===== src/pi1_bus_pkg.sv =====
// Peripheral bus widths, payload types and operation codes, imported by every bus module
package pi1_bus_pkg;

	// Data width and derived word address width
	localparam int ARCHBITSZ = 32;
	localparam int ADDRBITSZ = ARCHBITSZ - 2;

	// One select bit per byte lane
	localparam int SELBITSZ = ARCHBITSZ / 8;

	// Bus operations on a two-bit code
	typedef enum logic [1:0] {
		PI1_NOOP = 2'b00,
		PI1_WROP = 2'b01,
		PI1_RDOP = 2'b10,
		// Writes new data and returns the old word
		PI1_RWOP = 2'b11
	} pi1_op_e;

	typedef logic [ARCHBITSZ-1:0] pi1_data_t;
	typedef logic [ADDRBITSZ-1:0] pi1_addr_t;
	typedef logic [SELBITSZ-1:0]  pi1_sel_t;

	// Cycles from acceptance until ready rises again
	localparam int RESP_LATENCY = 2;

endpackage


===== src/soc_map_pkg.sv =====
// System address map, slave list, device ids and software reset codes for the fabric
package soc_map_pkg;

	// Slaves in address order, the last one catches unmapped accesses
	typedef enum logic [1:0] {
		S_DEVTBL     = 2'd0,
		S_RAM        = 2'd1,
		S_INVALIDDEV = 2'd2
	} slave_idx_e;

	localparam int SLAVECOUNT = 3;

	// Window sizes in words
	localparam int DEVTBL_MAPSZ     = 16;
	localparam int RAM_MAPSZ        = 256;
	// 4 KB of words
	localparam int INVALIDDEV_MAPSZ = 1024;

	// Base word addresses, windows packed from address 0
	localparam int DEVTBL_BASE     = 0;
	localparam int RAM_BASE        = DEVTBL_BASE + DEVTBL_MAPSZ;
	localparam int INVALIDDEV_BASE = RAM_BASE + RAM_MAPSZ;

	// Ids reported by the device table
	localparam int DEVID_DEVTBL     = 7;
	localparam int DEVID_RAM        = 1;
	localparam int DEVID_INVALIDDEV = 0;

	// Reset register sits in the last word of the device table
	localparam int RSTREG_OFFSET = 15;

	// Software reset codes, bit 0 is rst0 and bit 1 is rst1
	typedef enum logic [1:0] {
		RST_NONE   = 2'd0,
		RST_PWROFF = 2'd1,
		RST_WARM   = 2'd2
	} sw_rst_e;

	localparam int RST_CNTR_BITSZ = 8;

endpackage


===== src/device_table.sv =====
// Device table slave; reports id, interrupt flag and map size per slave, holds the reset register
`timescale 1ns/1ps

module device_table (
	input  logic                   clk48mhz_i,
	input  logic                   rst_p,
	input  logic                   req_valid_i,
	input  pi1_bus_pkg::pi1_op_e   req_op_i,
	input  pi1_bus_pkg::pi1_addr_t req_offset_i,
	input  pi1_bus_pkg::pi1_data_t req_data_i,
	output pi1_bus_pkg::pi1_data_t rd_data_o,
	output logic                   sw_rst_req_o,
	output soc_map_pkg::sw_rst_e   sw_rst_code_o
);

	import pi1_bus_pkg::*;
	import soc_map_pkg::*;

	logic [15:0]                   id_tbl    [SLAVECOUNT];
	logic                          intr_tbl  [SLAVECOUNT];
	pi1_data_t                     mapsz_tbl [SLAVECOUNT];
	logic [$clog2(SLAVECOUNT)-1:0] slot;
	pi1_data_t                     rd_nxt;
	logic [1:0]                    rst_bits;
	logic                          rst_wr;

	assign id_tbl[S_DEVTBL]     = 16'(DEVID_DEVTBL);
	assign id_tbl[S_RAM]        = 16'(DEVID_RAM);
	assign id_tbl[S_INVALIDDEV] = 16'(DEVID_INVALIDDEV);

	// No slave in this system raises interrupts
	assign intr_tbl[S_DEVTBL]     = 1'b0;
	assign intr_tbl[S_RAM]        = 1'b0;
	assign intr_tbl[S_INVALIDDEV] = 1'b0;

	assign mapsz_tbl[S_DEVTBL]     = pi1_data_t'(DEVTBL_MAPSZ);
	assign mapsz_tbl[S_RAM]        = pi1_data_t'(RAM_MAPSZ);
	assign mapsz_tbl[S_INVALIDDEV] = pi1_data_t'(INVALIDDEV_MAPSZ);

	// Two words per slave, id word at even offsets and map size at odd ones
	assign slot = req_offset_i[$clog2(SLAVECOUNT):1];

	always_comb begin
		rd_nxt = '0;
		if (req_op_i != PI1_WROP && req_offset_i < pi1_addr_t'(2 * SLAVECOUNT)) begin
			if (req_offset_i[0]) begin
				rd_nxt = mapsz_tbl[slot];
			end else begin
				rd_nxt = {intr_tbl[slot], 15'd0, id_tbl[slot]};
			end
		end
	end

	always_ff @(posedge clk48mhz_i) begin
		if (req_valid_i) begin
			rd_data_o <= rd_nxt;
		end
	end

	assign rst_bits = req_data_i[1:0];
	assign rst_wr   = req_valid_i && (req_op_i == PI1_WROP || req_op_i == PI1_RWOP) &&
		(req_offset_i == pi1_addr_t'(RSTREG_OFFSET));

	// Code 3 and RST_NONE are ignored
	always_ff @(posedge clk48mhz_i) begin
		if (rst_p) begin
			sw_rst_req_o  <= 1'b0;
			sw_rst_code_o <= RST_NONE;
		end else begin
			sw_rst_req_o <= rst_wr && (rst_bits == RST_WARM || rst_bits == RST_PWROFF);
			if (rst_wr) begin
				sw_rst_code_o <= sw_rst_e'(rst_bits);
			end
		end
	end

endmodule


===== config.mk =====
export PLATFORM = sky130hd
export DESIGN_NAME = device_table
export DESIGN_NICKNAME = d
export VERILOG_FILES = /design/src/pi1_bus_pkg.sv /design/src/soc_map_pkg.sv /design/src/device_table.sv
export SDC_FILE = /design/constraint.sdc
export NUM_CORES = 1
export LEC_CHECK = 0
export ABC_AREA = 1
export BUFFER_PORTS_ARGS = -buffer_cell sky130_fd_sc_hd__clkbuf_2
export CAP_MARGIN = 0
export CORE_MARGIN = 2
export CORE_UTILIZATION = 31
export DETAILED_ROUTE_END_ITERATION = 10
export HOLD_SLACK_MARGIN = 0.12
export PLACE_DENSITY = 0.86
export SLEW_MARGIN = 0
export SYNTH_ARGS = -nofsm -noshare
export SYNTH_HDL_FRONTEND = slang
export SYNTH_SLANG_ARGS = --single-unit

===== constraint.sdc =====
create_clock -name clk48mhz_i -period 1.2 [get_ports clk48mhz_i]
set_clock_uncertainty 0.05 [all_clocks]
set_input_delay 0.24 -clock clk48mhz_i [delete_from_list [all_inputs] [get_ports clk48mhz_i]]
set_output_delay 0.24 -clock clk48mhz_i [all_outputs]
set_load 0.1 [all_outputs]

* Yosys cells after proc, flatten, opt, wreduce, memory -nomap -nowiden
Index checks and enable logic that the tools add are counted.
** Word-level totals
- Register bits :: 35
- Logic and storage cells :: 30
** Cells by class
- $lt $le $gt $ge :: 2
- Equal/unequal tests :: 6
- Multiplexer cells :: 10
- Bitwise logic cells :: 1
- Reduce and logical (&&, ||, !) cells :: 7
** Operators by type and width (number)
- $mux 32 :: 3
- $bmux 32 s2 :: 1
- $bmux 16 s2 :: 1
- $mux 16 :: 2
- $eq 30x4->1 const B :: 1
- $lt 30x3->1 const B :: 1
- $eq 2x1->1 const B :: 2
- $eq 2x2->1 const B :: 2
- $logic_and 1x1->1 :: 4
- $ge 3x3->1 const B :: 1
- $not 2->3 :: 1
- $bmux 1 s2 :: 1
- $logic_or 1x1->1 :: 2
- $mux 1 :: 2
- $ne 2x1->1 const B :: 1
- $reduce_and 2->1 :: 1

* Longest topological paths before layout
- Word-level depth :: 5
- Gate-level depth with buffers :: 8
- Gate-level depth less buffers :: 8

* Least setup slack after synthesis
OpenSTA, ideal clock, no wires.
- Path type :: reg2out
- Start :: register rd_data_o[2]
- End :: output rd_data_o[2]
- Arrival :: 1.347 ns
- Slack :: -0.437 ns
- Stages on the path, launching flop included :: 2
- Buffers on the path :: 1
- Cells stage by stage :: edfxtp_1 > buf_4
** RTL lines
- start: declaration :: RTL line device_table.sv:11 : output pi1_bus_pkg::pi1_data_t rd_data_o,
- start signal: assignment :: RTL line device_table.sv:56 : rd_data_o <= rd_nxt;
No word-level cell between the ends.

==> results.txt <==
Synth Instances -> 128
Crit path depth -> 1
Register Area -> 212.7 sq um
worst r2r path cells -> 2
met1 Usage GRT -> 10.12%
initial antenna violation count -> 0
max incr delay on CP -> 0.46 ns
most frequent cell after synthesis -> nor2_1
postcts setup bufs -> 0
leak pwr -> 0.6524 nW
TritonCTS clock tree -> built
Crit Reg-Reg Endpoint -> sw_rst_code_o[0]
Crit. Startpoint -> rd_data_o[2]
cell accounting for the most synthesized area -> buf_4
CP Capture Point -> rd_data_o[1]
Core Region -> 2455 sq um
Die Area -> 2975 sq um
FF+latch count, synth -> 8
met3 Use GR -> 1.639%
crit path cell chain -> buf_12
synth warn -> 0
post-route insts no fill -> 211
DP Wirelength -> 1337 um
die width -> 54.55 um
Synth-to-Final Area Change -> 45.81%
Pre-antenna DRT Iters -> 4
Starting Density -> 32.26%
CP endpoint kind -> primary output
delay-heaviest family, CP -> flip-flops
gr usage total -> 10.20%
Rows -> 18
Multi-input gate area -> 390.4 sq um
synthesized area per cell -> 6.188 sq um
max_cap viols -> 0
via/cell ratio -> 3.725
Worst path slowest cell -> edfxtp_1
Seq/Total Area, Yosys -> 26.54%
crit path buf inv count -> 1
first-pass GRT wire length -> 2297 um
ant diodes -> 0
M2 GR Usage -> 21.49%
Yosys cell types -> 15
Power Total -> 1.124 mW
Final period util -> 99.62%
most instantiated cells after synthesis -> nor2_1 (30), buf_4 (27), nand2_1 (24), inv_1 (21), nand3_1 (6)
cts repair resizes -> 0
Die Span Y -> 54.55 um
Final setup viols -> 0
vias in the first global route -> 678
post-synthesis async set-or-reset flop share -> 0%
Max clock buf depth -> 2
Slew Limit Fails -> 0
busiest grt layer -> met2
crit path kind -> flop to primary output
Placed Area -> 1129 sq um
Reg clk slew, reported paths -> 0.06 ns
final WL -> 1409 um
Post-DRT Antenna Nets -> 0
grt total ovfl -> 0
fin area -> 1155 sq um
final net count -> 249
layout cells sized above 1 -> 34.25%
RD Place Congestion -> 0.8151
worst skew pair latency -> 0.24 ns
crit-path max FO -> 2
# port buffers -> 45
Setup TNS -> 0 ns
FMAX -> 0.8365 GHz
synth top area cells -> buf_4 (26%), edfxtp_1 (19%), nor2_1 (14%)
starting DRC count in detailed routing -> 13
vias -> 786
final-layout fill cell count -> 243
top_reg_cell synth -> edfxtp_1
Hold WC Path Type -> input port to flop
Arrival @ worst endpoint -> 0.91 ns
min Tclk post-route -> 1.195 ns
Clock Sinks -> 8
dpl ws -> -0.06088 ns
CTS Hold Bufs -> 0
Ports -> 102
RSZ-0062 raised after global routing -> yes
FF-to-FF setup slack -> 0.57 ns
H-tree depth -> 1
CTS Buf Count -> 3
setup ws final -> 0.004525 ns
Worst VDD drop -> 0.5185 mV
EDFF count, synth -> 5
# DRC -> 0
R2R Path Start -> sw_rst_code_o[0]
status -> finished, final reports clean
clk root buf -> clkbuf_4
post-synth top area share -> 25.59%
Req. time, crit path -> 0.91 ns
PD cells -> 973.6 nW/um^2
startpoint types -> flop
placed cells -> 207
Post-Syn Area -> 792.0 sq um
final hold violations -> 0
DR WL/cell -> 6.678 um
pin count of the biggest net entering global routing -> 6
cell type report:
class                           count  share of cell area (%)
Clock buffer                        4                   2.275
Inverter                           22                   7.151
Multi-Input combinational cell     96                   33.80
Sequential cell                     8                   18.42
Tap cell                           30                   3.250
Timing Repair Buffer               51                   35.10
cell usage in the layout (no fill, tap or decap), types with 3 or more instances in the layout:
cell type | netlist | layout
buf_12 | 0 | 9
buf_4 | 27 | 6
clkbuf_2 | 0 | 36
clkbuf_4 | 0 | 3
conb_1 | 1 | 26
edfxtp_1 | 5 | 5
inv_1 | 21 | 21
nand2_1 | 24 | 24
nand3_1 | 6 | 6
nor2_1 | 30 | 30
nor2_2 | 3 | 3
power by group:
| part | switching [mW] | internal [mW] | leakage, nW | total, mW |
|---|---|---|---|---|
| sequential | 0.00802 | 0.301 | 0.0726 | 0.309 |
| clock | 0.0860 | 0.127 | 0.0150 | 0.213 |
| combinational | 0.493 | 0.110 | 0.565 | 0.603 |
layer usage:
layer,vias up,wire length [um]
met2,38,768
li1,431,-
met3,0,126
met5,-,0
met4,0,0
met1,317,513
sequential cells by signal (all words and copies together), names as in the netlist:
name           flops
rd_data_o          5
sw_rst_code_o      2
sw_rst_req_o       1
through the flow:
stage / hold slack, ns / util (%)
finish: 0.2085 / 47.04
global route: 0.2328 / 47.04
CTS: 0.2100 / 47.04
detailed placement: 0.4549 / 45.97
global placement: 0.4454 / 45.97
floorplan: 0.3025 / -
how the worst min path moves through the flow:
stage                     start                to  slack (ns)  depth (start not counted)
2_1_floorplan       req_valid_i      rd_data_o[0]        0.30                          0
3_3_place_gp   sw_rst_code_o[1]  sw_rst_code_o[1]        0.45                          2
3_5_place_dp   sw_rst_code_o[1]  sw_rst_code_o[1]        0.45                          2
4_1_cts                   rst_p  sw_rst_code_o[0]        0.21                          4
5_1_grt                   rst_p  sw_rst_code_o[0]        0.23                          4
6_report                  rst_p  sw_rst_code_o[1]        0.21                          4
kinds of logic (layout without fill, tap and decap cells):
family                 Yosys count  count (layout)  synth area share (%)
other                            1              26                0.4735
and+or+nand+nor                 68              68                 35.39
DFF                              8               8                 26.54
AOI/OAI and AO/OA                2               2                 1.580
buffers and inverters           49              77                 36.02
Power figures use the tool's default switching activity.
