## src/soc_map_pkg.sv

```systemverilog
// System address map, slave list, device ids and software reset codes for the fabric
package soc_map_pkg;

	// Slaves in address order, the last one catches unmapped accesses
	typedef enum logic [1:0] {
		S_DEVTBL     = 2'd0,
		S_RAM        = 2'd1,
		S_INVALIDDEV = 2'd2
	} slave_idx_e;

	localparam int SLAVECOUNT = 3;

	// Window sizes in words
	localparam int DEVTBL_MAPSZ     = 16;
	localparam int RAM_MAPSZ        = 256;
	// 4 KB of words
	localparam int INVALIDDEV_MAPSZ = 1024;

	// Base word addresses, windows packed from address 0
	localparam int DEVTBL_BASE     = 0;
	localparam int RAM_BASE        = DEVTBL_BASE + DEVTBL_MAPSZ;
	localparam int INVALIDDEV_BASE = RAM_BASE + RAM_MAPSZ;

	// Ids reported by the device table
	localparam int DEVID_DEVTBL     = 7;
	localparam int DEVID_RAM        = 1;
	localparam int DEVID_INVALIDDEV = 0;

	// Reset register sits in the last word of the device table
	localparam int RSTREG_OFFSET = 15;

	// Software reset codes, bit 0 is rst0 and bit 1 is rst1
	typedef enum logic [1:0] {
		RST_NONE   = 2'd0,
		RST_PWROFF = 2'd1,
		RST_WARM   = 2'd2
	} sw_rst_e;

	localparam int RST_CNTR_BITSZ = 8;

endpackage

```

## src/reset_sequencer.sv

```systemverilog
// Reset counter and power-off latch driving the core reset and the status LEDs
`timescale 1ns/1ps

module reset_sequencer (
	input  logic                 clk48mhz_i,
	input  logic                 rst_p,
	input  logic                 sw_rst_req_i,
	input  soc_map_pkg::sw_rst_e sw_rst_code_i,
	output logic                 core_rst_o,
	output logic                 led_green_n_o,
	output logic                 led_red_n_o
);

	import soc_map_pkg::*;

	logic [RST_CNTR_BITSZ-1:0] rst_cntr;
	logic                      pwroff_q;
	logic                      warm_req;
	logic                      pwroff_req;

	assign warm_req   = sw_rst_req_i && (sw_rst_code_i == RST_WARM);
	assign pwroff_req = sw_rst_req_i && (sw_rst_code_i == RST_PWROFF);

	// Counter reloads on the button or a warm reset, then runs down to zero
	always_ff @(posedge clk48mhz_i) begin
		if (rst_p) begin
			rst_cntr <= '1;
		end else if (warm_req) begin
			rst_cntr <= '1;
		end else if (rst_cntr != '0) begin
			rst_cntr <= rst_cntr - 1'b1;
		end
	end

	// Power-off holds the core in reset until the next button press
	always_ff @(posedge clk48mhz_i) begin
		if (rst_p) begin
			pwroff_q <= 1'b0;
		end else if (pwroff_req) begin
			pwroff_q <= 1'b1;
		end
	end

	assign core_rst_o = (rst_cntr != '0) || pwroff_q;

	// Green on while running, red on while powered off, both active low
	assign led_green_n_o = core_rst_o;
	assign led_red_n_o   = !pwroff_q;

endmodule

```

## config.mk

```make
export PLATFORM = sky130hd
export DESIGN_NAME = reset_sequencer
export DESIGN_NICKNAME = d
export VERILOG_FILES = /design/src/soc_map_pkg.sv /design/src/reset_sequencer.sv
export SDC_FILE = /design/constraint.sdc
export NUM_CORES = 1
export LEC_CHECK = 0
export BUFFER_PORTS_ARGS = -buffer_cell sky130_fd_sc_hd__buf_2
export CAP_MARGIN = 20
export CELL_PAD_IN_SITES_DETAIL_PLACEMENT = 2
export CELL_PAD_IN_SITES_GLOBAL_PLACEMENT = 2
export CORE_MARGIN = 4
export CORE_UTILIZATION = 32
export DETAILED_ROUTE_END_ITERATION = 8
export PLACE_DENSITY_LB_ADDON = 0.1
export SLEW_MARGIN = 40
export SYNTH_ARGS = -nofsm -noshare
export SYNTH_HDL_FRONTEND = slang
export SYNTH_SLANG_ARGS = --single-unit
```

## constraint.sdc

```tcl
create_clock -name clk48mhz_i -period 2.35 [get_ports clk48mhz_i]
set_clock_uncertainty 0.1 [all_clocks]
set_input_delay 0.1175 -clock clk48mhz_i [delete_from_list [all_inputs] [get_ports clk48mhz_i]]
set_output_delay 0.1175 -clock clk48mhz_i [all_outputs]
set_load 0.1 [all_outputs]
```

* Yosys cells after proc, flatten, opt, wreduce, memory -nomap -nowiden *
Index checks and enable logic that the tools add are counted.

storage, ports and cells
  word-level logic and storage cells = 11
  memories kept = 0
  register bits = 9
  input bits = 5
  bits in read-only memories = 0
  RAM bits = 0
  output and inout bits = 3
  latch bits = 0

operators by class
  multiply operators = 0
  add/sub/neg operators = 1
  reduce and logical (&&, ||, !) cells = 6
  magnitude comparators = 0
  muxes and demuxes = 0
  shifts and indexed selects = 0
  equal/unequal tests = 2
  bitwise operators = 0
  div/mod/pow operators = 0

operators with widths
  cell                                                                 number
  8-bit nonzero test                                                   1
  8-bit by 1-bit subtractor with 8-bit output (second input constant)  1
  2-bit by 1-bit == test with 1-bit output (second input constant)     1
  2-bit == test (second input constant)                                1
  1-bit logical AND                                                    2
  2-bit OR reduction                                                   1
  1-bit logical NOT                                                    1
  1-bit logical OR                                                     1

* Depth between registers and ports, before layout *
Gate-level depths: netlist (run 1).

  word-level depth = 3
  mapped depth = 6
  depth with buffers taken out = 5

* Worst setup path after synthesis (run 1) *
Ideal clock, no wire load.

  path type = reg-to-output
  start point = register rst_cntr[0]
  end point = output led_green_n_o
  stages on the path, launching flop included = 7
  path buffers = 1
  setup slack = -128 ps
  data required time = 2132 ps
  arrival = 2260 ps
  cell sequence = dfxtp_1 inv_1 ha_1 or3b_2 nor2_1 nand2_1 buf_4

on the way
  cells in the longest elaborated chain, start to end = 2

RTL lines
  element                   RTL line               RTL
  start: declaration        reset_sequencer.sv:16  logic [RST_CNTR_BITSZ-1:0] rst_cntr;
  start signal: assignment  reset_sequencer.sv:31  rst_cntr <= rst_cntr - 1'b1;
  8-bit nonzero test        reset_sequencer.sv:44  assign core_rst_o = (rst_cntr != '0) || pwroff_q;
  1-bit logical OR          reset_sequencer.sv:44
  end: declaration          reset_sequencer.sv:10  output logic led_green_n_o,

No other way between the ends.

* Worst setup path in the final report (run 1) *
  start point = register rst_cntr[0]
  end point = output core_rst_o

on the way
  cells in the longest elaborated chain, start to end = 2

RTL lines
  element             RTL line               RTL
  8-bit nonzero test  reset_sequencer.sv:44
  1-bit logical OR    reset_sequencer.sv:44
  end: declaration    reset_sequencer.sv:9   output logic core_rst_o,

No other way between the ends.

==> key figures, run 1 <==
Run status
  • Status: finished, final reports clean

Detailed routing
  • DRC violation total after the first TritonRoute iteration: 1
  • Vias: 450
  • Average routed wire per standard cell: between 15 and 20 um
  • Number of nets with antenna violations after routing: 0
  • Detail-routed via count per cell: about 5.8
  • DR DRC count: 0
  • DRT Pass-1 Iters: 2
  • Total detailed-routing wirelength: between 1000 and 1500 um

Setup path
  • Cell count of the worst reg-to-reg path: 5
  • Arrival @ worst endpoint: ~2000 ps
  • Kind of critical path: reg -> out
  • WP data required: approximately 2100 ps
  • Flop2flop setup slack: between 500 and 600 ps
  • Endpoint of the worst register-to-register path: rst_cntr[1]
  • Category of the worst setup path capture point: output pin
  • Crit-path max cell delay: roughly 530 ps
  • Master of the slowest instance on the critical path: sky130_fd_sc_hd__or3b_2
  • Startpoint types: register
  • Biggest fanout along the worst timing path: 5
  • Cell breakdown of the critical path: inv_1 > ha_1 > or3b_2 > nor2_2 > nand2_2 > buf_2
  • Beginning of the worst register-to-register path: rst_cntr[0]

Clock tree
  • Clk pin slew, worst setup/hold paths: 70 ps
  • Clock root cell: sky130_fd_sc_hd__clkbuf_4
  • Max clock buf depth: 2
  • Number of CTS-inserted buffers: 3
  • Number of levels in the clock H-tree: 1
  • Clk sink count: 9
  • TritonCTS clock tree: yes
  • Clock insertion delay at the later pin of the skew report: about 260 ps

STA
  • Achievable Freq: 459 MHz
  • Period utilisation layout: between 90% and 100%
  • Relative max-transition margin: a little under three fifths
  • Slew at the pin closest to its max-slew limit: about 640 ps
  • Shortest clock period the worst path allows after layout: between 2000 and 2500 ps
  • Number of failing hold endpoints at the final stage: 0
  • Final setup violating endpoints: 0
  • Unrepaired setup endpoints after global routing: false
  • Worst hold margin: 29.2 ps
  • Setup Total Neg Slack: 0 ps
  • Post-route setup slack: between 150 and 200 ps
  • Final-report max-slew violation count: 0

Global route
  • Via count of the first global-routing pass: roughly 510
  • Global-route wire length before repair: 2300 um
  • Maximum number of pins on one net before global-route repair: 9
  • Initial antenna violation count: 0
  • GR Util All Layers: between 10% and 20%
  • GRT Residual Overflow: 0

Place
  • Detailed placer's ending HPWL: between 900 and 1000 um
  • Routability cong.: ~0.84
  • Placement-stage worst setup slack: around 420 ps
  • Number of I/O port buffers: 7

Cells and area
  • Total number of nets in the final design: 71
  • Area Overhead vs Synth: 19.4%
  • Commonest non-fill, non-tap cells in the layout: 9 x sky130_fd_sc_hd__dfxtp_1, 8 x sky130_fd_sc_hd__o21ai_0, 7 x sky130_fd_sc_hd__buf_2
  • Total inserted antenna cells: 0
  • Number of fill cells in the layout: 158
  • Layout Utilization: between 40% and 50%
  • Leading cell type in the layout, fill and taps excluded: sky130_fd_sc_hd__dfxtp_1
  • Share of final-layout standard cells stronger than drive strength 1: around a quarter

Yosys
  • Post-synthesis instance total: 52
  • Most common flop cell mapped by yosys: sky130_fd_sc_hd__dfxtp_1
  • Mean Syn Cell Area: roughly 8.7 sq um
  • Synthesized netlist net count: between 50 and 60
  • Portion of netlist area occupied by mux cells: 0%
  • Sequential cell area fraction in the yosys report: ~40%
  • Post-Synth XOR/XNOR Area: approximately 4%
  • Count of flip-flops with a built-in enable after synthesis: 0
  • Main combinational cell family by area after synthesis: simple AND/OR/NAND/NOR gates
  • Simple logic cell fraction of the synthesized area: 27.2%
  • Ys async rst share: 0%
  • Syn. warnings: 0
  • Yosys cell types: 24
  • Mapped cell area: ~450 sq um
  • Compound-cell area share of the yosys netlist: about 18%
  • Fraction of the mapped netlist area in adder cells: between 5 and 6%
  • Flip-flop and latch count after synthesis: 9

Min path
  • HP Class: in -> reg
  • Hold Crit Endpoint: pwroff_q
  • Hold Path Stages: 3
  • Origin of the worst min-delay path: sw_rst_code_i[0]

Pwr
  • Worst ir drop on vdd: ~0.00028 V
  • Pwr per Cell Area: around 600 mW/mm^2
  • Leakage Power: approximately 0.19 nW

Floorplanning
  • I/O pin cnt: 8
  • DIE HEIGHT: 45.5 um
  • Die Outline Area: slightly above 0.002 sq mm
  • Num rows: 13
  • Placeable Area: about 0.0013 sq mm
  • Die Wd: between 40 and 50 um
  • Effective utilization at floorplan: around a third

Run
  • Max-Cap Viols: 0
kinds of logic (layout without fill, tap and decap cells):
kind of cell / Yosys count / count (layout)
compound gates: 14 / 14
xor+xnor: 2 / 2
fa+ha+maj: 2 / 2
buf+inv: 6 / 17
flops: 9 / 9
simple gates: 19 / 19
worst max path at each step:
stage / startpoint / to / slack, ps
after floorplan: rst_cntr[0] / led_green_n_o / 150
after global placement: rst_cntr[0] / core_rst_o / 450
after detailed placement: rst_cntr[0] / core_rst_o / 420
after CTS: rst_cntr[0] / core_rst_o / 100
after global routing: rst_cntr[0] / core_rst_o / 2
final: rst_cntr[0] / core_rst_o / 170
report_power, final:
part | internal, mW | switching [mW]
clock network | 0.0656 | 0.0596
registers | 0.157 | 0.00596
logic | 0.0117 | 0.0210
total | 0.235 | 0.0866
critical path: cells and delay by family, from the launching register on:
kind	cells	cell delay, ps
and+or+nand+nor	3	770
adders and majority gates	1	190
DFF	1	350
buffers and inverters	2	400
metal layers:
metal / up-vias / wire, um / track usage [%]
met5: - / 0 / 0
met3: 4 / 78 / 4.35
met1: 220 / 508 / 17.8
met4: 0 / 36 / 7.02
met2: 14 / 650 / 25.3
li1: 212 / - / -
area by class of cell:
type / count / area (sq um) / share of cell area, %
clock buffers: 4 / 26.3 / 4.88
inverters: 5 / 18.8 / 3.49
multi-input cells: 37 / 249 / 46.3
repair buffers: 8 / 45.0 / 8.37
well taps: 15 / 18.8 / 3.49
flip-flops and latches: 9 / 180 / 33.5
cells in the mapped netlist, types with 2 or more instances:
| master | count | area share, % |
|---|---|---|
| sky130_fd_sc_hd__nor3_1 | 3 | 3.3 |
| sky130_fd_sc_hd__inv_1 | 5 | 4.2 |
| sky130_fd_sc_hd__xnor2_1 | 2 | 3.9 |
| sky130_fd_sc_hd__o21ai_0 | 8 | 8.9 |
| sky130_fd_sc_hd__a21oi_1 | 2 | 2.2 |
| sky130_fd_sc_hd__dfxtp_1 | 9 | 40 |
| sky130_fd_sc_hd__ha_1 | 2 | 5.6 |
| sky130_fd_sc_hd__nand3_1 | 4 | 4.4 |
| sky130_fd_sc_hd__or4_1 | 2 | 3.3 |
flip-flops by register name (all words and copies together) (netlist names):
name / count
rst_cntr: 8
pwroff_q: 1
repair_timing:
action,CTS,global route
hold buffers,1,0
endpoints found under the setup margin,0,2
gates resized for setup,0,1
endpoints found under the hold margin,1,0
buffers inserted,0,0
metrics by stage:
stage	area (sq um)	std cells	power, mW
after floorplan	453	52	0.186
after global placement	499	73	0.195
after detailed placement	499	73	0.199
after CTS	536	78	0.324
after global routing	538	78	0.335
final	538	78	0.321
No activity file was read; power rests on OpenSTA's default activity.
==> inputs of run 2 (changes only) <==
CORE_MARGIN = default   (was 4)
==> run 2 against run 1 <==
- register-to-register slack better by 60 ps
- core utilization rose by 0.51 points
- power shrank 1.0%
- largest power group unchanged
- setup slack got worse by 14 ps
- critical path depth unchanged
- final cell count unchanged
==> key figures, run 2 (same netlist as run 1, synthesis figures left out) <==
Cells and area
  • Share of final-layout standard cells stronger than drive strength 1: 23.8% (unchanged)
  • Biggest regs: rst_cntr x8, pwroff_q x1
  • Total number of nets in the final design: 71 (unchanged)
  • Area Overhead vs Synth: 19.4% (unchanged)
  • Total inserted antenna cells: 0 (unchanged)
  • Leading cell type in the layout, fill and taps excluded: sky130_fd_sc_hd__dfxtp_1
  • Flip-flop count of the largest register, all copies and words added: 8 (unchanged)
  • Largest reg by FF count: rst_cntr
  • Number of fill cells in the layout: 159 (+0.63%)
  • Commonest non-fill, non-tap cells in the layout: 9 x sky130_fd_sc_hd__dfxtp_1, 8 x sky130_fd_sc_hd__o21ai_0, 7 x sky130_fd_sc_hd__buf_2

Min path
  • Hold Path Stages: 3 (unchanged)
  • HP Class: in -> reg
  • Hold Crit Endpoint: pwroff_q
  • Origin of the worst min-delay path: sw_rst_req_i

Setup path
  • Crit-path max cell delay: 520 ps (about the same)
  • Beginning of the worst register-to-register path: rst_cntr[0]
  • Master of the slowest instance on the critical path: sky130_fd_sc_hd__or3b_2
  • Startpoint types: register
  • Flop2flop setup slack: 610 ps (+60 ps)
  • Arrival @ worst endpoint: 1970 ps (about the same)
  • Cell breakdown of the critical path: inv_1 > ha_1 > or3b_2 > nor2_2 > nand2_2 > buf_2
  • WP data required: 2130 ps (about the same)
  • Cell count of the worst reg-to-reg path: 5 (unchanged)
  • Endpoint of the worst register-to-register path: rst_cntr[3]
  • Kind of critical path: reg -> out
  • Category of the worst setup path capture point: output pin
  • Biggest fanout along the worst timing path: 5 (unchanged)

Clock tree
  • TritonCTS clock tree: yes
  • Number of levels in the clock H-tree: 1 (unchanged)
  • Max clock buf depth: 2 (unchanged)
  • Number of CTS-inserted buffers: 3 (unchanged)
  • Clk sink count: 9 (unchanged)
  • Clock root cell: sky130_fd_sc_hd__clkbuf_4
  • Clk pin slew, worst setup/hold paths: 70 ps (about the same)
  • Clock insertion delay at the later pin of the skew report: 260 ps (about the same)
  • Post-CTS setup buffer count: 0 (unchanged)

Detailed routing
  • Total detailed-routing wirelength: 1310 um (+2.8%)
  • DRT Pass-1 Iters: 2 (unchanged)
  • Detail-routed via count per cell: 5.67 (-1.8%)
  • DRC violation total after the first TritonRoute iteration: 3 (+2)
  • Number of nets with antenna violations after routing: 0 (unchanged)
  • Average routed wire per standard cell: 16.8 um (+2.8%)
  • Vias: 442 (-1.8%)
  • DR DRC count: 0 (unchanged)

Floorplanning
  • Effective utilization at floorplan: 34.6% (+0.43 points)
  • DIE HEIGHT: 39.5 um (-13%)
  • Die Outline Area: 0.00156 sq mm (-25%)
  • I/O pin cnt: 8 (unchanged)
  • Num rows: 13 (unchanged)
  • Die Wd: 39.5 um (-13%)
  • Placeable Area: 0.00130 sq mm (-1.2%)

Global route
  • Maximum number of pins on one net before global-route repair: 9 (unchanged)
  • Via count of the first global-routing pass: 472 (-8.0%)
  • GRT Residual Overflow: 0 (unchanged)
  • GR Util All Layers: 21.0% (+5.7 points)
  • Initial antenna violation count: 0 (unchanged)
  • Global-route wire length before repair: 2110 um (-8.1%)

STA
  • Period utilisation layout: 93.3% (+0.58 points)
  • Setup Total Neg Slack: 0 ps (unchanged)
  • Final-report max-slew violation count: 0 (unchanged)
  • Relative max-transition margin: 52.8% (-4.5 points)
  • Achievable Freq: 456 MHz (-0.62%)
  • Unrepaired setup endpoints after global routing: false
  • Final setup violating endpoints: 0 (unchanged)
  • Number of failing hold endpoints at the final stage: 0 (unchanged)
  • Slew at the pin closest to its max-slew limit: 705 ps (+67.6 ps)
  • Shortest clock period the worst path allows after layout: 2190 ps (+13.6 ps)

Place
  • Number of I/O port buffers: 7 (unchanged)
  • Routability cong.: 0.702 (-16%)
  • Detailed placer's ending HPWL: 1030 um (+7.4%)

Pwr
  • Total chip power: 0.318 mW (-1.0%)
  • Pwr per Cell Area: 591 mW/mm^2 (-1.0%)
  • Leakage Power: 0.188 nW (unchanged)
  • Worst ir drop on vdd: 0.000249 V (-13%)

Run status
  • Status: finished, final reports clean

Run
  • Max-Cap Viols: 0 (unchanged)
-- run 2: power by group --
| part | switching, mW | leakage (nW) | internal (mW) | total (mW) |
|---|---|---|---|---|
| Sequential | 0.00612 | 0.0735 | 0.157 | 0.164 |
| Combinational | 0.0208 | 0.0994 | 0.0117 | 0.0325 |
| Clock | 0.0566 | 0.0150 | 0.0655 | 0.122 |
| Total | 0.0836 | 0.188 | 0.235 | 0.318 |
-- run 2: critical path: cells and delay by family (launching register included) --
family / cells / cell delay (ps)
adders and majority gates: 1 / 190
and+or+nand+nor: 3 / 770
DFF: 1 / 350
buffers and inverters: 2 / 410
-- run 2: final cells by class --
class                      instances  area [sq um]  share of cell area (%)
multi-input combinational         37           249                    46.3
inverter                           5          18.8                    3.49
timing repair buffer               8          45.0                    8.37
tap                               15          18.8                    3.49
clock buffer                       4          26.3                    4.88
sequential                         9           180                    33.5
-- run 2: repair_timing --
action | in CTS | in global routing
gates resized for setup | 0 | 1
hold buffers | 1 | 0
endpoints found under the hold margin | 1 | 0
setup endpoints to repair | 0 | 2
-- run 2: worst max path at each step --
stage / start / endpoint / slack, ps / depth (start not counted)
5_1_grt: rst_cntr[0] / led_green_n_o / 30 / 6
6_report: rst_cntr[0] / led_green_n_o / 160 / 6
2_1_floorplan: rst_cntr[0] / led_green_n_o / 150 / 6
3_5_place_dp: rst_cntr[0] / led_green_n_o / 380 / 6
4_1_cts: rst_cntr[0] / led_green_n_o / 70 / 6
3_3_place_gp: rst_cntr[0] / led_green_n_o / 440 / 6
-- run 2: layer usage --
layer	vias up	track usage, %	wire length (um)
met5	-	0	0
met4	0	10.3	0
met3	0	3.98	36
met2	8	37.3	712
met1	217	23.3	561
li1	217	-	-
-- run 2: stage by stage --
step                      hold slack, ps  instances  setup WS [ps]  util (%)  instance area [sq um]
after floorplan                     86.6         52            152         -                    453
after global placement               187         73            445      38.4                    499
after detailed placement             203         73            378      38.4                    499
after CTS                           39.5         78           73.7      41.2                    536
after global routing                40.6         78           30.4      41.3                    538
final                               41.3         78            158      41.3                    538
