===== src/pi1_bus_pkg.sv =====
// Peripheral bus widths, payload types and operation codes, imported by every bus module
package pi1_bus_pkg;

	// Data width and derived word address width
	localparam int ARCHBITSZ = 32;
	localparam int ADDRBITSZ = ARCHBITSZ - 2;

	// One select bit per byte lane
	localparam int SELBITSZ = ARCHBITSZ / 8;

	// Bus operations on a two-bit code
	typedef enum logic [1:0] {
		PI1_NOOP = 2'b00,
		PI1_WROP = 2'b01,
		PI1_RDOP = 2'b10,
		// Writes new data and returns the old word
		PI1_RWOP = 2'b11
	} pi1_op_e;

	typedef logic [ARCHBITSZ-1:0] pi1_data_t;
	typedef logic [ADDRBITSZ-1:0] pi1_addr_t;
	typedef logic [SELBITSZ-1:0]  pi1_sel_t;

	// Cycles from acceptance until ready rises again
	localparam int RESP_LATENCY = 2;

endpackage


===== src/soc_map_pkg.sv =====
// System address map, slave list, device ids and software reset codes for the fabric
package soc_map_pkg;

	// Slaves in address order, the last one catches unmapped accesses
	typedef enum logic [1:0] {
		S_DEVTBL     = 2'd0,
		S_RAM        = 2'd1,
		S_INVALIDDEV = 2'd2
	} slave_idx_e;

	localparam int SLAVECOUNT = 3;

	// Window sizes in words
	localparam int DEVTBL_MAPSZ     = 16;
	localparam int RAM_MAPSZ        = 256;
	// 4 KB of words
	localparam int INVALIDDEV_MAPSZ = 1024;

	// Base word addresses, windows packed from address 0
	localparam int DEVTBL_BASE     = 0;
	localparam int RAM_BASE        = DEVTBL_BASE + DEVTBL_MAPSZ;
	localparam int INVALIDDEV_BASE = RAM_BASE + RAM_MAPSZ;

	// Ids reported by the device table
	localparam int DEVID_DEVTBL     = 7;
	localparam int DEVID_RAM        = 1;
	localparam int DEVID_INVALIDDEV = 0;

	// Reset register sits in the last word of the device table
	localparam int RSTREG_OFFSET = 15;

	// Software reset codes, bit 0 is rst0 and bit 1 is rst1
	typedef enum logic [1:0] {
		RST_NONE   = 2'd0,
		RST_PWROFF = 2'd1,
		RST_WARM   = 2'd2
	} sw_rst_e;

	localparam int RST_CNTR_BITSZ = 8;

endpackage


===== src/pi1_addr_decoder.sv =====
// Bus input stage; accepts a master request, registers it and selects the target slave
`timescale 1ns/1ps

module pi1_addr_decoder (
	input  logic                    clk48mhz_i,
	input  logic                    rst_p,
	input  logic                    core_rst_i,
	input  pi1_bus_pkg::pi1_op_e    pi1_op_i,
	input  pi1_bus_pkg::pi1_addr_t  pi1_addr_i,
	input  pi1_bus_pkg::pi1_data_t  pi1_data_i,
	input  pi1_bus_pkg::pi1_sel_t   pi1_sel_i,
	output logic                    busy_o,
	output logic                    req_valid_o,
	output pi1_bus_pkg::pi1_op_e    req_op_o,
	output pi1_bus_pkg::pi1_addr_t  req_offset_o,
	output pi1_bus_pkg::pi1_data_t  req_data_o,
	output pi1_bus_pkg::pi1_sel_t   req_sel_o,
	output soc_map_pkg::slave_idx_e slave_sel_o,
	input  logic                    done_i
);

	import pi1_bus_pkg::*;
	import soc_map_pkg::*;

	logic       accept;
	slave_idx_e sel_nxt;
	pi1_addr_t  base_nxt;

	// Only one request in flight, nothing taken during core reset
	assign accept = !busy_o && !core_rst_i && (pi1_op_i != PI1_NOOP);

	// Anything at or above the last window goes to the default slave
	always_comb begin
		if (pi1_addr_i >= pi1_addr_t'(INVALIDDEV_BASE)) begin
			sel_nxt  = S_INVALIDDEV;
			base_nxt = pi1_addr_t'(INVALIDDEV_BASE);
		end else if (pi1_addr_i >= pi1_addr_t'(RAM_BASE)) begin
			sel_nxt  = S_RAM;
			base_nxt = pi1_addr_t'(RAM_BASE);
		end else begin
			sel_nxt  = S_DEVTBL;
			base_nxt = pi1_addr_t'(DEVTBL_BASE);
		end
	end

	always_ff @(posedge clk48mhz_i) begin
		if (rst_p || core_rst_i) begin
			busy_o      <= 1'b0;
			req_valid_o <= 1'b0;
			slave_sel_o <= S_INVALIDDEV;
		end else begin
			req_valid_o <= accept;
			if (accept) begin
				busy_o      <= 1'b1;
				slave_sel_o <= sel_nxt;
			end else if (done_i) begin
				busy_o <= 1'b0;
			end
		end
	end

	// Request payload
	always_ff @(posedge clk48mhz_i) begin
		if (accept) begin
			req_op_o     <= pi1_op_i;
			req_offset_o <= pi1_addr_i - base_nxt;
			req_data_o   <= pi1_data_i;
			req_sel_o    <= pi1_sel_i;
		end
	end

endmodule


===== config.mk =====
export PLATFORM = sky130hd
export DESIGN_NAME = pi1_addr_decoder
export DESIGN_NICKNAME = d
export VERILOG_FILES = /design/src/pi1_bus_pkg.sv /design/src/soc_map_pkg.sv /design/src/pi1_addr_decoder.sv
export SDC_FILE = /design/constraint.sdc
export NUM_CORES = 1
export LEC_CHECK = 0
export BUFFER_PORTS_ARGS = -buffer_cell sky130_fd_sc_hd__buf_2
export CAP_MARGIN = 30
export CORE_MARGIN = 2
export CORE_UTILIZATION = 48
export DETAILED_ROUTE_END_ITERATION = 8
export PLACE_DENSITY = 0.84
export SLEW_MARGIN = 5
export SYNTH_ARGS = -nofsm -noshare
export SYNTH_HDL_FRONTEND = slang
export SYNTH_SLANG_ARGS = --single-unit

===== constraint.sdc =====
create_clock -name clk48mhz_i -period 8.4 [get_ports clk48mhz_i]
set_input_delay 1.68 -clock clk48mhz_i [delete_from_list [all_inputs] [get_ports clk48mhz_i]]
set_output_delay 1.68 -clock clk48mhz_i [all_outputs]
set_load 0.05 [all_outputs]

After elaboration in Yosys (flattened, before gate mapping)
Cells that the tools add are included.
{ "word_totals": {"reg_bits": 72, "output_inout_bits": 72, "inputBits": 72} }
{ "classes": {"n_lt_le_gt_ge": 2, "n_mux": 6, "n_reduce_logical": 7, "n_addsub": 1} }
{ "ops": {"columns": ["op", "count"], "rows": [
  [">= comparator 30 x 5 -> 1 bit, second input constant", 1],
  [">= comparator 30 x 9 -> 1 bit, second input constant", 1],
  ["subtractor 30 bit", 1],
  ["2-to-1 mux 9 bit", 1],
  ["2-to-1 mux 5 bit", 1],
  ["nonzero test 2 bit", 2],
  ["2-to-1 mux 1 bit", 3],
  ["logical AND 1 bit", 2],
  ["logical NOT 1 bit", 2],
  ["2-to-1 mux 2 bit", 1],
  ["logical OR 1 bit", 1]
]} }

Longest topological paths before layout
Gate-level depths: netlist (run 1).
{ "depth": {"ltp_word": 4, "mapped_depth": 11, "mapped_depth_nobuf": 10} }

Worst setup path before layout (run 1)
OpenSTA, ideal clock, no wires.
{ "synth_timing": {"kind": "input port to flip-flop", "startpoint": "input port pi1_op_i[1]", "endpoint": "register req_data_o[0] (enable)", "arrival_time_ps": 4660, "path_stages": 2, "setup_slack_ps": 3245, "setup_ps": 495, "path_cell_list": "o21bai_1 > nor2_1"} }
{ "synth_between": {"elab_chain_cells": 2} }
{ "synth_lines": {"columns": ["element", "line", "text"], "rows": [
  ["start: declaration", "pi1_addr_decoder.sv:8", "input pi1_bus_pkg::pi1_op_e pi1_op_i,"],
  ["nonzero test 2 bit", "pi1_addr_decoder.sv:30", "assign accept = !busy_o && !core_rst_i && (pi1_op_i != PI1_NOOP);"],
  ["logical AND 1 bit", "pi1_addr_decoder.sv:30", null],
  ["via accept", "pi1_addr_decoder.sv:25", "logic accept;"],
  ["end signal: assignment", "pi1_addr_decoder.sv:67", "req_data_o <= pi1_data_i;"],
  ["end: declaration", "pi1_addr_decoder.sv:16", "output pi1_bus_pkg::pi1_data_t req_data_o,"]
]} }
The timed path passes the listed nets, and every way through them passes these cells.
A chain may end at the register's enable or synchronous reset.

Worst setup path in the final report (run 1)
{ "layout_timing": {"startpoint": "input port pi1_addr_i[11]", "endpoint": "register req_offset_o[25], data pin"} }
{ "layout_between": {"elab_chain_cells": 4, "word_cells_on_any_way": 5, "cone_classes": "add/sub (1); order compare (2); mux (2)"} }
{ "layout_lines": {"columns": ["element", "line", "text"], "rows": [
  ["start: declaration", "pi1_addr_decoder.sv:9", "input pi1_bus_pkg::pi1_addr_t pi1_addr_i,"],
  [">= comparator 30 x 5 -> 1 bit", "pi1_addr_decoder.sv:37", "end else if (pi1_addr_i >= pi1_addr_t'(RAM_BASE)) begin"],
  ["2-to-1 mux 5 bit", "pi1_addr_decoder.sv:37", null],
  ["2-to-1 mux 9 bit", "pi1_addr_decoder.sv:34", "if (pi1_addr_i >= pi1_addr_t'(INVALIDDEV_BASE)) begin"],
  ["subtractor 30 bit *", "pi1_addr_decoder.sv:66", "req_offset_o <= pi1_addr_i - base_nxt;"],
  ["end signal: assignment", "pi1_addr_decoder.sv:66", null],
  ["end: declaration", "pi1_addr_decoder.sv:15", "output pi1_bus_pkg::pi1_addr_t req_offset_o,"]
]} }
Every way passes the cells marked *; elsewhere a longest branch is shown, timed or not.

==> summary.md, run 1 <==
* **status** finished, final reports clean
* **top cell type's share of synthesized area** 73.98%
* **clock sink total** 72
* **DR vias** 1959
* **Post-CTS Hold Buffers** 0
* **Fin. Hold Viols** 0
* **DRT antenna net count** 0
* **static leakage power** 1.565 nW
* **number of slew-limit violations in the final report** 0
* **Slowest-stage cell, CP** or4_1
* **pin count of the biggest net entering global routing** 45
* **fmax** 0.2265 GHz
* **Top-Level Pins** 144
* **pre-CTS WS** 3.615 ns
* **number of global-route vias before repair** 1852
* **worst-case clock skew** 0.005059 ns
* **number of enable flip-flop cells after synthesis** 68
* **number of nets in the synthesized netlist** 238
* **Crit path arrival time** 4.51 ns
* **worst setup margin** 3.985 ns
* **Clock Path Buffers** 2
* **PostCTS Resize Cnt** 0
* **total congestion overflow** 0
* **number of antenna violations at the first check in global routing** 0
* **sum of net half-perimeters after detailed placement** 4.904 mm
* **Critical Path Fanout Max** 7
* **port buffer count** 143
* **post-synthesis register bit count** 72
* **DRC violation total after the first TritonRoute iteration** 88
* **global-route usage over all layers** 19.98%
* **CTS tree** done
* **H-Tree Level Count** 3
* **Hold WC Path Type** register to register
* **routed wire length** 6.302 mm
* **accumulated negative setup slack** 0 ns
* **Placer Congestion** 0.7928
* **clock-pin slew of the registers on the worst-case setup and hold paths** 0.07 ns
* **clock root cell** clkbuf_8
* **core box area** 0.005540 mm²
* **horizontal extent of the die** 79.83 µm
* **starting density of the core** 49.82%
* **power per standard cell area** 223.6 mW/mm²
* **net count reported at finish** 392
* **WP buf/inv** 1
* **startpoint class of the critical path** primary input
* **number of violations of the max-capacitance limit** 0
* **proportion of synthesized flip-flops having asynchronous set or reset** 0%
* **wire per inst** 15.99 µm
* **sequence of cells on the critical path** buf_2 -> or4_1 -> or2_2 -> and4b_2 -> and2_1 -> ha_1 -> a2111oi_4 -> nand4b_1 -> xnor2_1
* **actual transition at the worst max-transition pin** 0.6373 ns
* **Synth warnings** 0
* **Mean Syn Cell Area** 16.93 µm²
* **Period minus WS final** 4.415 ns
* **clock latency of the later-clocked register in the worst-skew pair** 0.33 ns
* **layout cell share with drive strength beyond 1** 51.24%
* **number of buffers added for setup after CTS** 0
* **largest cells by area after synthesis** edfxtp_1 (74%), xnor2_1 (4.1%), xor2_1 (3.2%)
* **number of CTS-inserted buffers** 9
* **crit-path leading delay family** simple AND/OR/NAND/NOR gates
* **category of the most critical setup path** primary input to register
* **number of iterations in the first detailed-routing pass** 4
* **CP Capture Type** register
* **Slew Limit Headroom** 57.41%
* **maximum vdd drop** 0.1514 mV
* **Cell Rows** 27
* **number of unique standard cell types used by synthesis** 33
* **vertical extent of the die** 79.83 µm
* **data required time at the worst endpoint** 8.49 ns
* **final setup violating endpoints** 0
* **share of the clock period used by the worst path after layout** 52.56%
* **Post-route DRC** 0
* **Post-Synthesis Cells** 163
* **post-synthesis to final-layout area growth** 37.26%
* **antenna cell count** 0
* **RSZ-0062 raised after global routing** false
* **Die Footprint** 0.006373 mm²
* **sequential area share after synthesis** 76.88%
* **Primary FF master, synth** edfxtp_1
* **cell taking the most area after synthesis** edfxtp_1
* **average vias per placed instance** 4.972
* **Cell Area, Synth** 0.002760 mm²
* **first-pass GRT wire length** 9.259 mm
* **max incr delay on CP** 0.67 ns
[area by class of cell]
| cell class | instances | area (µm²) |
|---|---|---|
| Tap cell | 72 | 90.09 |
| Clock inverter | 5 | 81.33 |
| Inverter | 4 | 15.01 |
| Multi-Input combinational cell | 86 | 625.6 |
| Timing Repair Buffer | 144 | 723.2 |
| Clock buffer | 11 | 131.4 |
| Fill cell | 401 | 1752 |
| Sequential cell | 72 | 2122 |
[metrics by stage]
stage | hold slack (ns) | total power [mW] | cell area, µm² | utilization, % | cells
after floorplan | 0.7020 | 0.5224 | 2760 | - | 163
after global placement | 0.4783 | 0.5631 | 3576 | 64.54 | 378
after detailed placement | 0.4902 | 0.5665 | 3576 | 64.54 | 378
after CTS | 0.5059 | 0.8548 | 3789 | 68.38 | 394
after global routing | 0.5349 | 0.8734 | 3789 | 68.38 | 394
final | 0.5011 | 0.8470 | 3789 | 68.38 | 394
[synthesized netlist by cell type, types with 2 or more instances]
cell       n
a211oi_1   2
a21oi_1    2
dfxtp_1    4
edfxtp_1  68
ha_1       3
inv_1      4
nand2_1    8
nand2b_1   2
nand3_1    3
nand3b_1   2
nand4b_1   2
nor2_1     9
nor3_1     7
o21ai_0    2
or2_2      2
or3_1      2
or4_1      4
xnor2_1   13
xor2_1    10
[cell usage in the layout, fill, tap and decap left out, types with 2 or more instances in the layout]
cell type / instances
buf_2: 143
clkbuf_1: 2
bufinv_16: 2
edfxtp_1: 68
nor3_1: 7
xor2_1: 10
nand2_1: 8
ha_1: 3
or4_1: 4
or3_1: 2
nand3b_1: 2
nand3_1: 3
inv_1: 4
a211oi_1: 2
o21ai_0: 2
nand4b_1: 2
clkbuf_8: 9
nor2_1: 8
nand2b_1: 2
xnor2_1: 13
a21oi_1: 2
dfxtp_1: 4
or2_2: 2
[per-layer routing]
layer / global-route usage (%) / part of all wire [%] / vias up
li1: - / - / 929
met2: 34.37 / 50 / 92
met4: 8.305 / 2.3 / 0
met3: 6.448 / 8.5 / 13
met5: 0 / 0 / -
met1: 22.99 / 39 / 925
[final timing paths]
check | startpoint | to | slack, ns | cells past startpoint
setup reg to reg | busy_o$_SDFFE_PP0P_ | req_offset_o[2]$_DFFE_PP_ | 6.28 | 3
hold reg to reg | busy_o$_SDFFE_PP0P_ | busy_o$_SDFFE_PP0P_ | 0.50 | 2
hold / removal | busy_o$_SDFFE_PP0P_ | busy_o$_SDFFE_PP0P_ | 0.50 | 2
setup / recovery | pi1_addr_i[11] | req_offset_o[25]$_DFFE_PP_ | 3.99 | 9
[cell families (layout without fill, tap and decap cells)]
group           count (synthesis)  count (layout)  synth area share, %
compound gates                 12              12                3.808
xor+xnor                       23              23                7.298
fa+ha+maj                       3               3                1.360
buf+inv                         5             164               0.7250
flops                          72              72                76.88
simple gates                   48              48                9.927
[worst reg2reg max path, delay by kind of cell (launching register included)]
family                 cells  cell delay, ns
AO/OA/AOI/OAI              1            0.27
buffers and inverters      1            0.60
flip-flops                 1            0.32
AND/OR/NAND/NOR            1            0.55
[state kept, by name, summed over array words and instances, names as in the netlist]
signal,count
req_sel_o,4
req_op_o,2
busy_o,1
req_valid_o,1
slave_sel_o,2
req_data_o,32
req_offset_o,30
[report_power, final]
group,internal [mW],switching [mW]
Combinational,0.0325,0.102
Clock,0.167,0.122
Sequential,0.418,0.00495
Total,0.618,0.229
(Power assumes the default switching activity.)
==> inputs of run 2 (changes only) <==
- ABC_AREA: not set -> 1
- CORE_UTILIZATION: 48 -> 46
- PLACE_DENSITY: 0.84 -> 0.79
- clock period: 8.4 -> 4.6 ns (I/O delays scaled with it)
==> run 2 against run 1 <==
Against the previous run:
- utilization fell by 3.9 points
- sequential power rose by 83%
- count of clock-buffer cells in the layout did not move
- synthesized area rose by 9.5%
- setup slack got worse by 2.0 ns
- critical path type unchanged
- critical endpoint is now req_offset_o[21]$_DFFE_PP_
==> summary.md, run 2 <==
* **vertical extent of the die** 85.07 µm
* **largest registers in the final layout** req_data_o x32, req_offset_o x30, req_sel_o x4
* **Period minus WS final** 2.654 ns
* **Hold WC Path Type** register to register
* **Post-route DRC** 0
* **sum of net half-perimeters after detailed placement** 5.424 mm
* **top cell type's share of synthesized area** 67.55%
* **clock sink total** 72
* **Placer Congestion** 0.8500
* **register containing the most flip-flops in the final layout** req_data_o
* **max incr delay on CP** 0.29 ns
* **DRC violation total after the first TritonRoute iteration** 64
* **Slew Limit Headroom** 66.32%
* **routed wire length** 6.970 mm
* **Post-Synthesis Cells** 239
* **net count reported at finish** 470
* **starting density of the core** 47.61%
* **Top-Level Pins** 144
* **port buffer count** 143
* **CP Capture Type** register
* **WL met1** 2.727 mm
* **CTS tree** done
* **post-layout instance area** 0.004095 mm²
* **clock latency of the later-clocked register in the worst-skew pair** 0.33 ns
* **number of slew-limit violations in the final report** 0
* **most common cell after layout, fill and taps aside** buf_2
* **Cell Rows** 29
* **Slowest-stage cell, CP** ha_1
* **Synth warnings** 0
* **pin count of the biggest net entering global routing** 39
* **first-pass GRT wire length** 10.36 mm
* **number of iterations in the first detailed-routing pass** 4
* **total placed instance area** 0.003862 mm²
* **Clock Path Buffers** 2
* **cell depth of the worst flop-to-flop path** 4
* **antenna cell count** 0
* **post-synthesis to final-layout area growth** 35.47%
* **horizontal extent of the die** 85.07 µm
* **cell taking the most area after synthesis** edfxtp_1
* **static leakage power** 1.777 nW
* **layout cell share with drive strength beyond 1** 47.00%
* **Primary FF master, synth** edfxtp_1
* **category of the most critical setup path** primary input to register
* **startpoint class of the critical path** primary input
* **Cell Area, Synth** 0.003023 mm²
* **proportion of synthesized flip-flops having asynchronous set or reset** 0%
* **Post-CTS Hold Buffers** 0
* **leading cell types in the layout, fill and taps excluded** buf_2 (143), edfxtp_1 (68), nand2_1 (41)
* **sequence of cells on the critical path** buf_2 -> nor2_1 -> nand2_1 -> nor2_2 -> nand2_2 -> nor2_1 -> ha_1 -> or2_1 -> nand2_4 -> nand2_1 -> o21ai_0 -> nand2_1
* **most frequent cell on the critical path** nand2_1
* **number of unique standard cell types used by synthesis** 26
* **maximum vdd drop** 0.2856 mV
* **DR vias** 2323
* **reg-to-reg slack, setup** 3.05 ns
* **fmax** 0.3768 GHz
* **RSZ-0062 raised after global routing** false
* **total congestion overflow** 0
* **data required time at the worst endpoint** 4.69 ns
* **number of antenna violations at the first check in global routing** 0
* **clock-pin slew of the registers on the worst-case setup and hold paths** 0.08 ns
* **status** finished, final reports clean
* **power per standard cell area** 386.3 mW/mm²
* **actual transition at the worst max-transition pin** 0.5042 ns
* **average vias per placed instance** 4.870
* **Die Footprint** 0.007236 mm²
* **origin of the worst min-delay path** busy_o$_SDFFE_PP0P_
* **cell depth of the worst hold path** 2
* **destination of the worst hold path** busy_o$_SDFFE_PP0P_
* **clock root cell** clkbuf_8
* **wire per inst** 14.61 µm
* **top layer used by detailed routing** met4
* **worst flop-to-flop path startpoint** busy_o$_SDFFE_PP0P_
* **number of global-route vias before repair** 2112
* **total power draw** 1.582 mW
* **commonest cells in the netlist** edfxtp_1 (68), nand2_1 (41), nor2_1 (29)
* **Mean Syn Cell Area** 12.65 µm²
* **accumulated negative setup slack** 0 ns
* **global-route usage over all layers** 18.82%
* **final setup violating endpoints** 0
* **cell with the most instances after synthesis** edfxtp_1
* **max reg flops** 32
* **Fin. Hold Viols** 0
* **number of nets in the synthesized netlist** 314
* **post-synthesis register bit count** 72
* **Met3 Wirelength** 546 µm
* **share of the clock period used by the worst path after layout** 57.69%
* **capturing point of the worst reg2reg path** req_data_o[1]$_DFFE_PP_
* **H-Tree Level Count** 3
* **worst-case clock skew** 0.005463 ns
* **Crit path arrival time** 2.74 ns
* **routed wire length on met2** 3.605 mm
* **core box area** 0.006350 mm²
* **number of violations of the max-capacitance limit** 0
* **Critical Path Fanout Max** 6
* **DRT antenna net count** 0
* **sequential area share after synthesis** 70.20%
* **number of buffers added for setup after CTS** 0
* **PostCTS Resize Cnt** 0
* **number of CTS-inserted buffers** 9
* **number of enable flip-flop cells after synthesis** 68
* **largest cells by area after synthesis** edfxtp_1 (68%), nand2_1 (5.1%), nor2_1 (3.6%)
run 2: cell count changes in the layout (fill, tap and decap cells not counted), moves of 7 or more:
cell and change:
nor2_1 +20, nand2_1 +33, nand2_2 +7, inv_1 +15, nor2_2 +12
run 2: stage by stage:
stage | worst slack, ns | hold WS (ns) | std cells | utilization (%)
final | 1.946 | 0.4701 | 477 | 64.49
after global routing | 1.719 | 0.4967 | 477 | 64.49
after CTS | 1.975 | 0.4758 | 476 | 64.18
after detailed placement | 1.624 | 0.4603 | 460 | 60.83
after global placement | 1.662 | 0.4477 | 460 | 60.83
after floorplan | 0.1150 | 0.6898 | 239 | -
run 2: layout make-up:
type	count	area, µm²
Fill cell	502	2255
Sequential cell	72	2122
Multi-Input combinational cell	146	829.5
Timing Repair Buffer	145	755.7
Clock buffer	11	131.4
Tap cell	77	96.34
Clock inverter	5	81.33
Inverter	21	78.83
run 2: worst max-delay path by stage:
stage,startpoint,end,slack [ns],depth (start not counted)
after detailed placement,pi1_addr_i[16],req_offset_o[21]$_DFFE_PP_,1.62,12
after global placement,pi1_addr_i[22],req_offset_o[15]$_DFFE_PP_,1.66,12
after floorplan,pi1_op_i[1],req_data_o[0]$_DFFE_PP_,0.12,2
final,pi1_addr_i[16],req_offset_o[21]$_DFFE_PP_,1.95,12
after CTS,pi1_addr_i[16],req_offset_o[21]$_DFFE_PP_,1.98,12
after global routing,pi1_addr_i[14],req_offset_o[15]$_DFFE_PP_,1.72,12
run 2: power by group:
part / internal [mW] / switching (mW) / total, mW / leakage, nW
clock network: 0.306 / 0.229 / 0.535 / 0.104
logic: 0.0689 / 0.207 / 0.276 / 0.996
registers: 0.763 / 0.00851 / 0.772 / 0.678
total: 1.14 / 0.444 / 1.58 / 1.78
run 2: critical path: cells and delay by family:
family / cells / cell delay [ns]
fa+ha+maj: 1 / 0.29
buf+inv: 1 / 0.12
simple gates: 9 / 1.24
compound gates: 1 / 0.17
run 2: per-layer routing:
metal | vias to the layer above | global-route usage, %
met4 | 0 | 6.638
met2 | 93 | 32.32
met5 | - | 0
met3 | 9 | 4.572
li1 | 1127 | -
met1 | 1094 | 23.22
run 2: kinds of logic after synthesis:
family | share of synthesized area (%)
compound gates | 1.531
fa+ha+maj | 1.242
simple gates | 19.78
flops | 70.20
xor+xnor | 4.636
buf+inv | 2.608
